### config.mk
export PLATFORM = sky130hd
export DESIGN_NAME = controller_standby
export DESIGN_NICKNAME = d
export VERILOG_FILES = /design/src/verilog/standby_pkg.sv /design/src/verilog/bus_monitor.sv /design/src/verilog/i2c_target.sv /design/src/verilog/i3c_target.sv /design/src/verilog/controller_standby.sv
export SDC_FILE = /design/constraint.sdc
export NUM_CORES = 1
export LEC_CHECK = 0
export BUFFER_PORTS_ARGS = -buffer_cell sky130_fd_sc_hd__buf_2
export CAP_MARGIN = 5
export CORE_MARGIN = 2
export CORE_UTILIZATION = 55
export CTS_CLUSTER_DIAMETER = 120
export DETAILED_ROUTE_END_ITERATION = 12
export MAX_ROUTING_LAYER = met4
export PLACE_DENSITY = 0.89
export SLEW_MARGIN = 20
export SYNTH_ARGS = -nofsm -noshare
export SYNTH_HDL_FRONTEND = slang
export SYNTH_SLANG_ARGS = --single-unit
export TNS_END_PERCENT = 30
### constraint.sdc
create_clock -name clk_i -period 2.6 [get_ports clk_i]
set_clock_uncertainty 0.2 [all_clocks]
set_input_delay 0.52 -clock clk_i [delete_from_list [all_inputs] [get_ports clk_i]]
set_output_delay 0.52 -clock clk_i [all_outputs]
set_load 0.05 [all_outputs]
### src/verilog/standby_pkg.sv
// Shared widths, bit counts, FSM encodings and address byte type for the standby target
package standby_pkg;

  localparam int unsigned ByteWidth = 8;
  localparam int unsigned AddrWidth = 7;
  localparam int unsigned BitCntWidth = 4;
  localparam int unsigned SyncStages = 2;

  // Data bits per byte as seen by the bit counters
  localparam logic [BitCntWidth-1:0] BitsPerByte = BitCntWidth'(ByteWidth);

  localparam int unsigned StateWidth = 3;

  // I2C engine states
  localparam logic [StateWidth-1:0] I2cIdle = 3'd0;
  localparam logic [StateWidth-1:0] I2cAddr = 3'd1;
  localparam logic [StateWidth-1:0] I2cAddrAck = 3'd2;
  localparam logic [StateWidth-1:0] I2cWrData = 3'd3;
  localparam logic [StateWidth-1:0] I2cDataAck = 3'd4;
  localparam logic [StateWidth-1:0] I2cRdData = 3'd5;
  localparam logic [StateWidth-1:0] I2cHostAck = 3'd6;

  // I3C engine states
  localparam logic [StateWidth-1:0] I3cIdle = 3'd0;
  localparam logic [StateWidth-1:0] I3cAddr = 3'd1;
  localparam logic [StateWidth-1:0] I3cAddrAck = 3'd2;
  localparam logic [StateWidth-1:0] I3cData = 3'd3;

  // First byte after START, raw for reporting or split for matching
  typedef union packed {
    logic [ByteWidth-1:0] raw;
    struct packed {
      logic [AddrWidth-1:0] addr;
      logic rnw;
    } fields;
  } addr_byte_u;

endpackage

### src/verilog/bus_monitor.sv
// Bus monitor: synchronizes SCL/SDA and strobes START, STOP and SCL edges for both engines
`timescale 1ns/1ps

module bus_monitor (
  input  logic clk_i,
  input  logic rst_ni,
  input  logic scl_i,
  input  logic sda_i,
  output logic start_o,
  output logic stop_o,
  output logic scl_rise_o,
  output logic scl_fall_o,
  output logic sda_o
);

  logic [standby_pkg::SyncStages-1:0] scl_sync_q;
  logic [standby_pkg::SyncStages-1:0] sda_sync_q;
  logic scl_prev_q;
  logic sda_prev_q;
  logic scl_s;
  logic sda_s;

  assign scl_s = scl_sync_q[standby_pkg::SyncStages-1];
  assign sda_s = sda_sync_q[standby_pkg::SyncStages-1];

  // Idle bus is high on both lines
  always_ff @(posedge clk_i or negedge rst_ni) begin
    if (!rst_ni) begin
      scl_sync_q <= '1;
      sda_sync_q <= '1;
      scl_prev_q <= 1'b1;
      sda_prev_q <= 1'b1;
    end else begin
      scl_sync_q <= {scl_sync_q[standby_pkg::SyncStages-2:0], scl_i};
      sda_sync_q <= {sda_sync_q[standby_pkg::SyncStages-2:0], sda_i};
      scl_prev_q <= scl_s;
      sda_prev_q <= sda_s;
    end
  end

  // SDA moving while SCL stays high marks a bus condition
  assign start_o = scl_s && scl_prev_q && sda_prev_q && !sda_s;
  assign stop_o = scl_s && scl_prev_q && !sda_prev_q && sda_s;

  assign scl_rise_o = scl_s && !scl_prev_q;
  assign scl_fall_o = !scl_s && scl_prev_q;

  assign sda_o = sda_s;

endmodule

### src/verilog/i2c_target.sv
// I2C target engine: matches the static address, receives writes into RX queue, reads TX queue
`timescale 1ns/1ps

module i2c_target (
  input  logic clk_i,
  input  logic rst_ni,
  input  logic enable_i,
  input  logic start_i,
  input  logic stop_i,
  input  logic scl_rise_i,
  input  logic scl_fall_i,
  input  logic sda_i,
  input  logic [standby_pkg::AddrWidth-1:0] target_sta_addr_i,
  input  logic rx_queue_full_i,
  input  logic rx_queue_wready_i,
  input  logic tx_queue_rvalid_i,
  input  logic [standby_pkg::ByteWidth-1:0] tx_queue_rdata_i,
  output logic sda_pull_o,
  output logic rx_queue_wvalid_o,
  output logic [standby_pkg::ByteWidth-1:0] rx_queue_wdata_o,
  output logic tx_queue_rready_o,
  output standby_pkg::addr_byte_u bus_addr_o,
  output logic bus_addr_valid_o,
  output logic tx_host_nack_o,
  output logic xfer_active_o
);

  logic [standby_pkg::StateWidth-1:0] state_q;
  logic [standby_pkg::BitCntWidth-1:0] bit_cnt_q;
  logic [standby_pkg::ByteWidth-1:0] shift_q;
  logic ack_q;
  logic addr_match;
  logic rx_free;
  logic tx_load;
  logic [standby_pkg::ByteWidth-1:0] tx_byte;

  assign addr_match = bus_addr_o.fields.addr == target_sta_addr_i;
  assign rx_free = !rx_queue_full_i && !rx_queue_wvalid_o;

  // Next read byte is fetched after the address ACK or a host ACK
  assign tx_load = scl_fall_i &&
                   ((state_q == standby_pkg::I2cAddrAck && bus_addr_o.fields.rnw) ||
                    (state_q == standby_pkg::I2cHostAck && ack_q));
  assign tx_byte = tx_queue_rvalid_i ? tx_queue_rdata_i : '1;
  assign tx_queue_rready_o = tx_load;

  always_ff @(posedge clk_i or negedge rst_ni) begin
    if (!rst_ni) begin
      state_q <= standby_pkg::I2cIdle;
      bit_cnt_q <= '0;
      shift_q <= '0;
      ack_q <= 1'b0;
      sda_pull_o <= 1'b0;
      rx_queue_wvalid_o <= 1'b0;
      rx_queue_wdata_o <= '0;
      bus_addr_o <= '0;
      bus_addr_valid_o <= 1'b0;
      tx_host_nack_o <= 1'b0;
      xfer_active_o <= 1'b0;
    end else if (!enable_i) begin
      state_q <= standby_pkg::I2cIdle;
      bit_cnt_q <= '0;
      shift_q <= '0;
      ack_q <= 1'b0;
      sda_pull_o <= 1'b0;
      rx_queue_wvalid_o <= 1'b0;
      rx_queue_wdata_o <= '0;
      bus_addr_o <= '0;
      bus_addr_valid_o <= 1'b0;
      tx_host_nack_o <= 1'b0;
      xfer_active_o <= 1'b0;
    end else begin
      bus_addr_valid_o <= 1'b0;
      tx_host_nack_o <= 1'b0;
      if (rx_queue_wvalid_o && rx_queue_wready_i) begin
        rx_queue_wvalid_o <= 1'b0;
      end

      case (state_q)
        standby_pkg::I2cAddr: begin
          if (scl_rise_i) begin
            shift_q <= {shift_q[standby_pkg::ByteWidth-2:0], sda_i};
            bit_cnt_q <= bit_cnt_q + 1'b1;
            if (bit_cnt_q == standby_pkg::BitsPerByte - 1'b1) begin
              bus_addr_o.raw <= {shift_q[standby_pkg::ByteWidth-2:0], sda_i};
              bus_addr_valid_o <= 1'b1;
            end
          end else if (scl_fall_i && bit_cnt_q == standby_pkg::BitsPerByte) begin
            if (addr_match) begin
              sda_pull_o <= 1'b1;
              xfer_active_o <= 1'b1;
              state_q <= standby_pkg::I2cAddrAck;
            end else begin
              state_q <= standby_pkg::I2cIdle;
            end
          end
        end
        standby_pkg::I2cAddrAck: begin
          // Reads override this through tx_load below
          if (scl_fall_i) begin
            sda_pull_o <= 1'b0;
            bit_cnt_q <= '0;
            state_q <= standby_pkg::I2cWrData;
          end
        end
        standby_pkg::I2cWrData: begin
          if (scl_rise_i) begin
            shift_q <= {shift_q[standby_pkg::ByteWidth-2:0], sda_i};
            bit_cnt_q <= bit_cnt_q + 1'b1;
          end else if (scl_fall_i && bit_cnt_q == standby_pkg::BitsPerByte) begin
            ack_q <= rx_free;
            sda_pull_o <= rx_free;
            state_q <= standby_pkg::I2cDataAck;
          end
        end
        standby_pkg::I2cDataAck: begin
          if (scl_rise_i && ack_q) begin
            rx_queue_wvalid_o <= 1'b1;
            rx_queue_wdata_o <= shift_q;
          end else if (scl_fall_i) begin
            sda_pull_o <= 1'b0;
            bit_cnt_q <= '0;
            state_q <= standby_pkg::I2cWrData;
          end
        end
        standby_pkg::I2cRdData: begin
          if (scl_rise_i) begin
            bit_cnt_q <= bit_cnt_q + 1'b1;
          end else if (scl_fall_i) begin
            if (bit_cnt_q == standby_pkg::BitsPerByte) begin
              sda_pull_o <= 1'b0;
              state_q <= standby_pkg::I2cHostAck;
            end else begin
              shift_q <= {shift_q[standby_pkg::ByteWidth-2:0], 1'b1};
              sda_pull_o <= !shift_q[standby_pkg::ByteWidth-2];
            end
          end
        end
        standby_pkg::I2cHostAck: begin
          if (scl_rise_i) begin
            ack_q <= !sda_i;
            tx_host_nack_o <= sda_i;
          end else if (scl_fall_i) begin
            state_q <= standby_pkg::I2cIdle;
          end
        end
        default: ;
      endcase

      if (tx_load) begin
        shift_q <= tx_byte;
        sda_pull_o <= !tx_byte[standby_pkg::ByteWidth-1];
        bit_cnt_q <= '0;
        state_q <= standby_pkg::I2cRdData;
      end

      // Bus conditions restart the FSM from any state
      if (start_i) begin
        state_q <= standby_pkg::I2cAddr;
        bit_cnt_q <= '0;
        sda_pull_o <= 1'b0;
        xfer_active_o <= 1'b0;
      end else if (stop_i) begin
        state_q <= standby_pkg::I2cIdle;
        sda_pull_o <= 1'b0;
        xfer_active_o <= 1'b0;
      end
    end
  end

endmodule

### src/verilog/i3c_target.sv
// I3C private-write engine: dynamic address match, T-bit parity check and sticky parity error
`timescale 1ns/1ps

module i3c_target (
  input  logic clk_i,
  input  logic rst_ni,
  input  logic enable_i,
  input  logic start_i,
  input  logic stop_i,
  input  logic scl_rise_i,
  input  logic scl_fall_i,
  input  logic sda_i,
  input  logic [standby_pkg::AddrWidth-1:0] target_dyn_addr_i,
  input  logic target_dyn_addr_valid_i,
  input  logic rx_queue_full_i,
  input  logic rx_queue_wready_i,
  input  logic err_clr_i,
  output logic sda_pull_o,
  output logic rx_queue_wvalid_o,
  output logic [standby_pkg::ByteWidth-1:0] rx_queue_wdata_o,
  output standby_pkg::addr_byte_u bus_addr_o,
  output logic bus_addr_valid_o,
  output logic err_o,
  output logic xfer_active_o
);

  logic [standby_pkg::StateWidth-1:0] state_q;
  logic [standby_pkg::BitCntWidth-1:0] bit_cnt_q;
  logic [standby_pkg::ByteWidth-1:0] shift_q;
  logic addr_match;
  logic rx_free;
  logic parity_ok;

  // Only private writes are served, reads get a NACK
  assign addr_match = target_dyn_addr_valid_i && !bus_addr_o.fields.rnw &&
                      bus_addr_o.fields.addr == target_dyn_addr_i;
  assign rx_free = !rx_queue_full_i && !rx_queue_wvalid_o;

  // Data byte plus T-bit must hold an odd number of ones
  assign parity_ok = ^{shift_q, sda_i};

  always_ff @(posedge clk_i or negedge rst_ni) begin
    if (!rst_ni) begin
      state_q <= standby_pkg::I3cIdle;
      bit_cnt_q <= '0;
      shift_q <= '0;
      sda_pull_o <= 1'b0;
      rx_queue_wvalid_o <= 1'b0;
      rx_queue_wdata_o <= '0;
      bus_addr_o <= '0;
      bus_addr_valid_o <= 1'b0;
      err_o <= 1'b0;
      xfer_active_o <= 1'b0;
    end else if (!enable_i) begin
      state_q <= standby_pkg::I3cIdle;
      bit_cnt_q <= '0;
      shift_q <= '0;
      sda_pull_o <= 1'b0;
      rx_queue_wvalid_o <= 1'b0;
      rx_queue_wdata_o <= '0;
      bus_addr_o <= '0;
      bus_addr_valid_o <= 1'b0;
      err_o <= 1'b0;
      xfer_active_o <= 1'b0;
    end else begin
      bus_addr_valid_o <= 1'b0;
      if (rx_queue_wvalid_o && rx_queue_wready_i) begin
        rx_queue_wvalid_o <= 1'b0;
      end

      case (state_q)
        standby_pkg::I3cAddr: begin
          if (scl_rise_i) begin
            shift_q <= {shift_q[standby_pkg::ByteWidth-2:0], sda_i};
            bit_cnt_q <= bit_cnt_q + 1'b1;
            if (bit_cnt_q == standby_pkg::BitsPerByte - 1'b1) begin
              bus_addr_o.raw <= {shift_q[standby_pkg::ByteWidth-2:0], sda_i};
              bus_addr_valid_o <= 1'b1;
            end
          end else if (scl_fall_i && bit_cnt_q == standby_pkg::BitsPerByte) begin
            if (addr_match) begin
              sda_pull_o <= 1'b1;
              xfer_active_o <= 1'b1;
              state_q <= standby_pkg::I3cAddrAck;
            end else begin
              state_q <= standby_pkg::I3cIdle;
            end
          end
        end
        standby_pkg::I3cAddrAck: begin
          if (scl_fall_i) begin
            sda_pull_o <= 1'b0;
            bit_cnt_q <= '0;
            state_q <= standby_pkg::I3cData;
          end
        end
        standby_pkg::I3cData: begin
          if (scl_rise_i) begin
            if (bit_cnt_q == standby_pkg::BitsPerByte) begin
              // T-bit sampled, frame complete
              bit_cnt_q <= '0;
              if (rx_free) begin
                if (parity_ok) begin
                  rx_queue_wvalid_o <= 1'b1;
                  rx_queue_wdata_o <= shift_q;
                end else begin
                  err_o <= 1'b1;
                end
              end
            end else begin
              shift_q <= {shift_q[standby_pkg::ByteWidth-2:0], sda_i};
              bit_cnt_q <= bit_cnt_q + 1'b1;
            end
          end
        end
        default: ;
      endcase

      if (err_clr_i) begin
        err_o <= 1'b0;
      end

      if (start_i) begin
        state_q <= standby_pkg::I3cAddr;
        bit_cnt_q <= '0;
        sda_pull_o <= 1'b0;
        xfer_active_o <= 1'b0;
      end else if (stop_i) begin
        state_q <= standby_pkg::I3cIdle;
        sda_pull_o <= 1'b0;
        xfer_active_o <= 1'b0;
      end
    end
  end

endmodule

### src/verilog/controller_standby.sv
// Standby target top level: bus monitor plus I2C and I3C engines selected by the mode input
`timescale 1ns/1ps

module controller_standby (
  input  logic clk_i,
  input  logic rst_ni,
  input  logic scl_i,
  input  logic sda_i,
  input  logic i3c_standby_en_i,
  input  logic [standby_pkg::AddrWidth-1:0] target_sta_addr_i,
  input  logic [standby_pkg::AddrWidth-1:0] target_dyn_addr_i,
  input  logic target_dyn_addr_valid_i,
  input  logic rx_queue_full_i,
  input  logic rx_queue_wready_i,
  input  logic tx_queue_rvalid_i,
  input  logic [standby_pkg::ByteWidth-1:0] tx_queue_rdata_i,
  input  logic err_clr_i,
  output logic sda_o,
  output logic rx_queue_wvalid_o,
  output logic [standby_pkg::ByteWidth-1:0] rx_queue_wdata_o,
  output logic tx_queue_rready_o,
  output logic bus_start_o,
  output logic bus_rstart_o,
  output logic bus_stop_o,
  output logic [standby_pkg::ByteWidth-1:0] bus_addr_o,
  output logic bus_addr_valid_o,
  output logic tx_host_nack_o,
  output logic err_o,
  output logic xfer_in_progress_o
);

  logic mon_start;
  logic mon_stop;
  logic mon_scl_rise;
  logic mon_scl_fall;
  logic mon_sda;

  logic i2c_en;
  logic i3c_en;

  logic i2c_sda_pull;
  logic i2c_rx_wvalid;
  logic [standby_pkg::ByteWidth-1:0] i2c_rx_wdata;
  standby_pkg::addr_byte_u i2c_bus_addr;
  logic i2c_bus_addr_valid;
  logic i2c_xfer;

  logic i3c_sda_pull;
  logic i3c_rx_wvalid;
  logic [standby_pkg::ByteWidth-1:0] i3c_rx_wdata;
  standby_pkg::addr_byte_u i3c_bus_addr;
  logic i3c_bus_addr_valid;
  logic i3c_xfer;

  // Mode only changes on an idle bus, so exactly one engine is live
  assign i3c_en = i3c_standby_en_i;
  assign i2c_en = !i3c_standby_en_i;

  bus_monitor xbus_monitor (
    .clk_i(clk_i),
    .rst_ni(rst_ni),
    .scl_i(scl_i),
    .sda_i(sda_i),
    .start_o(mon_start),
    .stop_o(mon_stop),
    .scl_rise_o(mon_scl_rise),
    .scl_fall_o(mon_scl_fall),
    .sda_o(mon_sda)
  );

  i2c_target xi2c_target (
    .clk_i(clk_i),
    .rst_ni(rst_ni),
    .enable_i(i2c_en),
    .start_i(mon_start),
    .stop_i(mon_stop),
    .scl_rise_i(mon_scl_rise),
    .scl_fall_i(mon_scl_fall),
    .sda_i(mon_sda),
    .target_sta_addr_i(target_sta_addr_i),
    .rx_queue_full_i(rx_queue_full_i),
    .rx_queue_wready_i(rx_queue_wready_i),
    .tx_queue_rvalid_i(tx_queue_rvalid_i),
    .tx_queue_rdata_i(tx_queue_rdata_i),
    .sda_pull_o(i2c_sda_pull),
    .rx_queue_wvalid_o(i2c_rx_wvalid),
    .rx_queue_wdata_o(i2c_rx_wdata),
    .tx_queue_rready_o(tx_queue_rready_o),
    .bus_addr_o(i2c_bus_addr),
    .bus_addr_valid_o(i2c_bus_addr_valid),
    .tx_host_nack_o(tx_host_nack_o),
    .xfer_active_o(i2c_xfer)
  );

  i3c_target xi3c_target (
    .clk_i(clk_i),
    .rst_ni(rst_ni),
    .enable_i(i3c_en),
    .start_i(mon_start),
    .stop_i(mon_stop),
    .scl_rise_i(mon_scl_rise),
    .scl_fall_i(mon_scl_fall),
    .sda_i(mon_sda),
    .target_dyn_addr_i(target_dyn_addr_i),
    .target_dyn_addr_valid_i(target_dyn_addr_valid_i),
    .rx_queue_full_i(rx_queue_full_i),
    .rx_queue_wready_i(rx_queue_wready_i),
    .err_clr_i(err_clr_i),
    .sda_pull_o(i3c_sda_pull),
    .rx_queue_wvalid_o(i3c_rx_wvalid),
    .rx_queue_wdata_o(i3c_rx_wdata),
    .bus_addr_o(i3c_bus_addr),
    .bus_addr_valid_o(i3c_bus_addr_valid),
    .err_o(err_o),
    .xfer_active_o(i3c_xfer)
  );

  // Disabled engine drives zeros, so OR merges cleanly
  assign sda_o = i2c_sda_pull | i3c_sda_pull;
  assign rx_queue_wvalid_o = i2c_rx_wvalid | i3c_rx_wvalid;
  assign rx_queue_wdata_o = i2c_rx_wdata | i3c_rx_wdata;
  assign bus_addr_o = i2c_bus_addr.raw | i3c_bus_addr.raw;
  assign bus_addr_valid_o = i2c_bus_addr_valid | i3c_bus_addr_valid;
  assign xfer_in_progress_o = i2c_xfer | i3c_xfer;

  // START inside an open transfer is a repeated START
  assign bus_start_o = mon_start && !xfer_in_progress_o;
  assign bus_rstart_o = mon_start && xfer_in_progress_o;
  assign bus_stop_o = mon_stop;

endmodule

Word-level counts from Yosys, hierarchy flattened
Cells that the tools add are included. W data, S select, Z words.

Output and inout bits: 26. Word-level logic and storage cells: 295. Flip-flop bits (word level): 79. Bits of input ports: 32.

Reductions and logical operators: 65. Multiplexer cells: 132. Add/sub/neg operators: 2. Equal/unequal tests: 65. Bitwise operators: 6.

Operators with widths (number): $mux W8 (28); $mux W3 (21); $mux W1 (60); $mux W4 (12); $ne A6 B5 Y1 const B (6); $pmux W8 S2 (2); $ne A6 B6 Y1 const B (5); $ne A4 B4 Y1 const B (7); $pmux W4 S3 (2); $reduce_and A4 Y1 (6); $logic_and A1 B1 Y1 (21); $reduce_and A5 Y1 (4); $pmux W3 S6 (1); $ne A4 B1 Y1 const B (4); $or A8 B8 Y8 (2); $reduce_bool A4 Y1 (4); $ne A3 B1 Y1 const B (5); $ne A3 B3 Y1 const B (5); $ne A5 B1 Y1 const B (3); $ne A5 B5 Y1 const B (3); $eq A7 B7 Y1 (2); $ne A2 B1 Y1 const B (7); $eq A3 B2 Y1 const B (4); $logic_not A1 Y1 (11); 26 further kinds (45).

Longest topological paths before layout
Gate-level depths: netlist (run 1).

Depth after elaboration: 10. Gate-level depth with buffers: 10. Mapped depth without buffers: 8.

Modules after synthesis
Synthesis (run 1) repeated with hierarchy kept, for this count alone.

Cell total of the unflattened synthesis: 401. Area total of the unflattened synthesis: 4107.7 um^2.

Modules (own cells, without submodules): i2c_target (instances 1, area an instance 2019.4 um^2, cells an instance 205, seq. area each 925.9 um^2); i3c_target (instances 1, area an instance 1751.7 um^2, cells an instance 163, seq. area each 875.8 um^2); bus_monitor (instances 1, area an instance 192.7 um^2, cells an instance 10, seq. area each 157.7 um^2); controller_standby (instances 1, area an instance 143.9 um^2, cells an instance 23, seq. area each 0.0 um^2).

Worst setup path before layout (run 1)
Ideal clock, no wire load.

Kind: reg-to-output. Start point: register xbus_monitor.scl_sync_q[1] (netlist name). End point: output port bus_rstart_o. Arrival time: 1.608 ns. Required time: 1.880 ns. Setup slack: 0.272 ns. Stages on the path, launching flop included: 4. Path through: dfstp_2 buf_4 nand4b_1 nor2b_1.

Word-level cells in the longest chain between the ends: 4.

Ends and longest elaborated chain: from (decl) (line bus_monitor.sv:16) `logic [standby_pkg::SyncStages-1:0] scl_sync_q;`; from (signal assigned) (line bus_monitor.sv:34) `scl_sync_q <= {scl_sync_q[standby_pkg::SyncStages-2:0], scl_i};`; $logic_and A1 B1 Y1 (3 in series) (line bus_monitor.sv:42) `assign start_o = scl_s && scl_prev_q && sda_prev_q && !sda_s;`; $logic_and A1 B1 Y1 (line controller_standby.sv:128) `assign bus_rstart_o = mon_start && xfer_in_progress_o;`; to (decl) (line controller_standby.sv:23) `output logic bus_rstart_o,`.

No other way between the ends.

Worst setup path after layout (run 1)
Start point: register xi2c_target.state_q[1] (netlist name). End point: output port tx_queue_rready_o.

Word-level cells in the longest chain between the ends: 4. Elaborated cells on any way between the ends: 6. Those cells by class: eq/ne (2); reduce/logical (4).

Ends and longest elaborated chain: from (decl) (line i2c_target.sv:28) `logic [standby_pkg::StateWidth-1:0] state_q;`; from (signal assigned) (line i2c_target.sv:49) `state_q <= standby_pkg::I2cIdle;`; from (signal assigned) (line i2c_target.sv:61) `state_q <= standby_pkg::I2cIdle;`; from (signal assigned) (line i2c_target.sv:92) `state_q <= standby_pkg::I2cAddrAck;`; $eq A3 B2 Y1 / $eq A3 B3 Y1 (equally long branches) (line i2c_target.sv:42, i2c_target.sv:43); $logic_and A1 B1 Y1 (on tied branches) (line i2c_target.sv:42, i2c_target.sv:43); $logic_or A1 B1 Y1 * (line i2c_target.sv:42) `((state_q == standby_pkg::I2cAddrAck && bus_addr_o.fields.rnw) ||`; $logic_and A1 B1 Y1 * (line i2c_target.sv:41) `assign tx_load = scl_fall_i &&`; to (decl) (line controller_standby.sv:21) `output logic tx_queue_rready_o,`.

Mark *: on every way between the ends. The rest lies on a longest branch, timed or not.

==> impl_metrics.toml, run 1 <==
[worst_setup_path]
worstPathCellList = "nand2b_1, or3_1, clkinv_4, clkbuf_4"
critical_path.max_fanout = 9
cp.required_ns = 1.88
cp-startpoint = "xi2c_target.state_q[1]"
rr_startpoint = "xi2c_target.bit_cnt_q[0]"
reg2reg_depth = 7
cp-endpoint = "tx_queue_rready_o"
timing.rr.end = "xi2c_target.state_q[0]"
path_class = "flip-flop to output pin"
startpoint_type = "flip-flop"
slowest_stage = "dfrtp_1"
arrival_ns = 1.82
critical-path-max-stage-delay_ns = 0.58
rrSetupSlack_ns = 0.13
end_kind = "output pin"

[die]
start_util = 0.561
die-width_microns = 92.3
rows = 32
die_y_microns = 92.3
ios = 58
core_sq_um = 7650
die-area_sq_um = 8520

[logic_synthesis]
syn_avg_cell_area_sq_um = 9.73
yosys_register_bits = 78
synth_edf_count = 0
synth_flop_cell = "dfrtp_1"
async_flop_share = 1.00
ys_warn_count = 0
ys_types = 60
syn_area_sq_um = 4290
synth_nets = 477
seq_area_frac_synth = 0.457
synthCells = 441

[grt]
grtUsageTotal = 0.266
antenna_found_initial = 0
grt_pass1_vias = 3434
grt_overflow_total = 0
grt_pass1_wl_mm = 17.1
grt_max_degree = 43

[clock_tree]
clk_latency_ns = 0.36
cts_tree = "built"
cts_setup_buffers = 0
max-clock-path-buffers = 2
h-tree-depth = 3
path_clk_slew_ns = 0.08
cts_buffers = 9
cts-root-buf = "clkbuf_8"
cts_sinks = 78

[job]
cap_violations = 0

[timing]
fmax_mhz = 394
finalHoldViolCount = 0
layout_setup_ws_ns = 0.0650
maxSlewViolCount = 0
setup_viol = 0
max-slew-margin-rel = 0.641
rsz0062_at_grt = "false"
tightest_slew_ns = 0.538
min_period_ns = 2.54
whs_ns = 0.0515
setup_tns_ns = 0
min_period_over_period = 0.975

[run_status]
status = "complete, no violations"

[finish]
fin_util = 0.646
finalNetCount = 535
final_common_cell = "dfrtp_1"
drive_gt1_frac = 0.258
final_cell_mix = "71 x dfrtp_1, 59 x nor2_1, 55 x buf_2"
areaGrowthSynthToFinish_pct = 15.1
n_antenna_cell = 0

[worst_hold_path]
min_path_type = "input port to flip-flop"

[power_and_ir_drop]
peakVddDrop_mv = 0.339
p_leak_nw = 2.42
power.density_nw_per_um2 = 568

[place]
place_ws_ns = 0.146
place_hpwl_mm = 7.60
io_buffers = 57
gp_congestion = 0.951

[detailed_routing]
final_antenna_net_count = 0
via_per_inst = 5.76
wl_per_cell_microns = 17.1
drc = 0
drt_wl_total_mm = 10.4
first_pass_iters = 5
vias = 3488
drt_iter0_drc = 229
## flip-flops by register name, indices dropped and copies added, names as in the netlist, 3 cells and up
register,flops
xi3c_target.bus_addr_o,8
xi3c_target.bit_cnt_q,4
xi3c_target.rx_queue_wdata_o,8
xi2c_target.bus_addr_o,8
xi2c_target.shift_q,8
xi2c_target.rx_queue_wdata_o,8
xi3c_target.shift_q,8
xi2c_target.bit_cnt_q,4
xi2c_target.state_q,3
## metrics by stage
stage / area [sq um] / power (mW) / std cells
2_1_floorplan: 4290 / 1.64 / 441
3_3_place_gp: 4700 / 1.77 / 589
3_5_place_dp: 4700 / 1.79 / 589
4_1_cts: 4940 / 2.81 / 606
5_1_grt: 4940 / 2.93 / 606
6_report: 4940 / 2.81 / 606
## power by group
part,internal [mW],leakage [nW],switching (mW)
combinational,0.185,1.25,0.278
sequential,1.25,1.06,0.0541
clock,0.569,0.110,0.469
total,2.01,2.42,0.801
## worst max-delay path, delay by kind of cell (launching register included)
family,cells,cell delay (ns)
buffers and inverters,2,0.33
AND/OR/NAND/NOR,2,0.55
flip-flops,1,0.58
## Yosys cell counts, drive strengths merged, types with 4 or more instances
| library cell | instances | area [sq um] |
|---|---|---|
| nand2b | 7 | 51.3 |
| buf | 12 | 73.8 |
| dfrtp | 72 | 1800 |
| nor4 | 4 | 40.0 |
| clkbuf | 12 | 45.0 |
| nand3 | 17 | 85.1 |
| nand3b | 6 | 45.0 |
| nand2 | 22 | 85.1 |
| nor3b | 11 | 82.6 |
| xor2 | 14 | 123 |
| a211oi | 10 | 75.1 |
| nor2b | 6 | 37.5 |
| mux2i | 42 | 420 |
| o21ai | 30 | 165 |
| ha | 4 | 50.1 |
| xnor2 | 8 | 77.6 |
| a21oi | 13 | 65.1 |
| or2 | 25 | 156 |
| inv | 12 | 45.0 |
| nor2 | 60 | 228 |
| nor3 | 7 | 35.0 |
| dfstp | 6 | 158 |
| a31oi | 5 | 37.5 |
## worst min-delay path by stage
stage | startpoint | end | slack [ns] | depth (start not counted)
2_1_floorplan | rst_ni | xi2c_target.ack_q | 0.02 | 0
3_3_place_gp | xbus_monitor.scl_sync_q[0] | xbus_monitor.scl_sync_q[1] | 0.16 | 0
3_5_place_dp | xbus_monitor.sda_sync_q[0] | xbus_monitor.sda_sync_q[1] | 0.16 | 0
4_1_cts | sda_i | xbus_monitor.sda_sync_q[0] | 0.05 | 1
5_1_grt | sda_i | xbus_monitor.sda_sync_q[0] | 0.04 | 1
6_report | sda_i | xbus_monitor.sda_sync_q[0] | 0.05 | 1
## layer usage
metal	share of wire	vias to the layer above	track usage
li1	-	1646	-
met1	0.44	1714	0.346
met2	0.49	110	0.425
met3	0.052	18	0.0407
met4	0.018	0	0.101
met5	0	-	-
## kinds of logic after synthesis
family	share of synthesized area
compound gates	0.110
xor+xnor	0.0519
fa+ha+maj	0.0117
buf+inv	0.0402
flops	0.457
mux	0.103
simple gates	0.226
## timing repair
| item | 4_1_cts | 5_1_grt |
|---|---|---|
| hold endpoints to repair | 32 | 0 |
| resized for setup | 1 | 1 |
| hold buffers | 1 | 0 |
| endpoints found under the setup margin | 1 | 1 |
## layout make-up
class,count,area [sq um]
Clock inverter,5,81.3
Inverter,13,53.8
Timing Repair Buffer,71,410
Sequential cell,78,1960
Multi-Input combinational cell,326,2160
Clock buffer,11,141
Fill cell,626,2710
Tap cell,102,128
(Power assumes the default switching activity.)
==> run 2: changes to the inputs <==
--- a/config.mk
+++ b/config.mk
@@ -7,12 +7,13 @@
 export LEC_CHECK = 0
 export BUFFER_PORTS_ARGS = -buffer_cell sky130_fd_sc_hd__buf_2
 export CAP_MARGIN = 5
+export CORE_ASPECT_RATIO = 0.9
 export CORE_MARGIN = 2
 export CORE_UTILIZATION = 55
 export CTS_CLUSTER_DIAMETER = 120
 export DETAILED_ROUTE_END_ITERATION = 12
 export MAX_ROUTING_LAYER = met4
-export PLACE_DENSITY = 0.89
+export PLACE_DENSITY = 0.79
 export SLEW_MARGIN = 20
 export SYNTH_ARGS = -nofsm -noshare
 export SYNTH_HDL_FRONTEND = slang
==> run 2 against run 1 <==
Net effect:
- count of clock-buffer cells in the layout is the same
- routed wire length shrank 1.6%
- worst setup slack lost 0.0025 ns
- utilization grew 0.66 points
- highest routed layer unchanged
- critical path type unchanged
- total power shrank 2.6%
- final cell count shrank 0.99%
==> impl_metrics.toml, run 2 (synthesized netlist as in run 1, its figures left out) <==
[power_and_ir_drop]
peakVddDrop_mv = 0.279
switching_power_mw = 0.790
power.density_nw_per_um2 = 555
design_power_total_mw = 2.73
sw_frac_of_total = 0.289
p_leak_nw = 2.42
p_clk_frac = 0.347
comb_power_share = 0.177
p_seq_frac = 0.475
p_int_mw = 1.94

[timing]
layout_setup_ws_ns = 0.0624
finalHoldViolCount = 0
fmax_mhz = 394
rsz0062_at_grt = "false"
setup_tns_ns = 0
min_period_over_period = 0.976
maxSlewViolCount = 0
setup_viol = 0
max-slew-margin-rel = 0.609
whs_ns = 0.0641
tightest_slew_ns = 0.584
min_period_ns = 2.54

[die]
die_y_microns = 87.8
ios = 58
die-area_sq_um = 8520
start_util = 0.569
die-width_microns = 97.1
rows = 30
core_sq_um = 7540

[run_status]
status = "complete, no violations"

[detailed_routing]
drc = 0
first_pass_iters = 5
drt_iter0_drc = 186
via_per_inst = 5.81
drt_wl_total_mm = 10.2
final_antenna_net_count = 0
wl_per_cell_microns = 17.0
vias = 3483

[place]
place_ws_ns = 0.111
place_hpwl_mm = 7.46
io_buffers = 57
gp_congestion = 0.936

[finish]
n_antenna_cell = 0
fin_util = 0.653
drive_gt1_frac = 0.260
final_cell_mix = "71 x dfrtp_1, 59 x nor2_1, 55 x buf_2"
final_common_cell = "dfrtp_1"
finalNetCount = 536
fillers = 605
areaGrowthSynthToFinish_pct = 14.8

[clock_tree]
cts_buffers = 9
h-tree-depth = 3
cts_sinks = 78
max-clock-path-buffers = 2
cts-root-buf = "clkbuf_8"
clk_latency_ns = 0.34
path_clk_slew_ns = 0.08
cts_tree = "built"

[grt]
busiest_layer = "met2"
grt_pass1_wl_mm = 16.8
grtUsageMet3 = 0.0543
grt_pass1_vias = 3482
grt_overflow_total = 0
grtUsageMet1 = 0.321
antenna_found_initial = 0
grt_max_degree = 52
grt_util_met2 = 0.429
grtUsageTotal = 0.257

[worst_setup_path]
arrival_ns = 1.82
worstPathCellList = "nand2b_4, or3_1, clkinv_4, clkbuf_4"
reg2reg_depth = 8
critical_path.max_fanout = 8
end_kind = "output pin"
critical-path-max-stage-delay_ns = 0.63
crit_buf_inv = 2
slowest_stage = "dfstp_2"
cp_top_family = "flip-flops"
crit_cells = 4
startpoint_type = "flip-flop"
cp.required_ns = 1.88
path_class = "flip-flop to output pin"

[worst_hold_path]
min_path_type = "input port to flip-flop"
worstHoldPathCells = 1

[job]
cap_violations = 0
## run 2: layout make-up
type | count | area, sq um | area share
clock inverters | 4 | 55.1 | 0.0112
inverters | 13 | 53.8 | 0.0109
clock buffers | 11 | 151 | 0.0307
flip-flops and latches | 78 | 1960 | 0.398
multi-input cells | 326 | 2160 | 0.440
repair buffers | 72 | 418 | 0.0849
well taps | 96 | 120 | 0.0244
## run 2: timing repair
item | CTS | global route
resized for setup | 1 | 1
setup endpoints to repair | 1 | 4
pin swaps | 0 | 1
endpoints found under the hold margin | 21 | 0
buffers inserted | 0 | 1
hold buffers | 1 | 0
## run 2: final timing paths
check / to / slack (ns) / startpoint
worst max-delay path: tx_queue_rready_o / 0.06 / xbus_monitor.scl_prev_q
worst min-delay path: xbus_monitor.scl_sync_q[0] / 0.06 / scl_i
worst max register to register: xi2c_target.state_q[0] / 0.14 / xi2c_target.bit_cnt_q[0]
worst min register to register: xbus_monitor.scl_sync_q[1] / 0.17 / xbus_monitor.scl_sync_q[0]
max in group asynchronous: xi3c_target.rx_queue_wdata_o[7] / 1.18 / rst_ni
min in group asynchronous: xi3c_target.bit_cnt_q[3] / 0.43 / rst_ni
## run 2: power by group through the flow
stage                     clock, mW  sequential (mW)  combinational (mW)
after CTS                     0.965             1.30               0.470
after global placement            0             1.32               0.451
after detailed placement          0             1.32               0.467
after global routing           1.01             1.31               0.533
final                         0.949             1.30               0.484
after floorplan                   0             1.29               0.347
## run 2: per-layer routing
layer	vias to the layer above	part of all wire
li1	1644	-
met1	1694	0.43
met2	131	0.49
met3	14	0.062
met4	0	0.016
met5	-	0
## run 2: per-stage QoR
stage,std cells,cell area [sq um]
2_1_floorplan,441,4290
3_3_place_gp,583,4700
3_5_place_dp,583,4700
4_1_cts,599,4910
5_1_grt,600,4920
6_report,600,4920
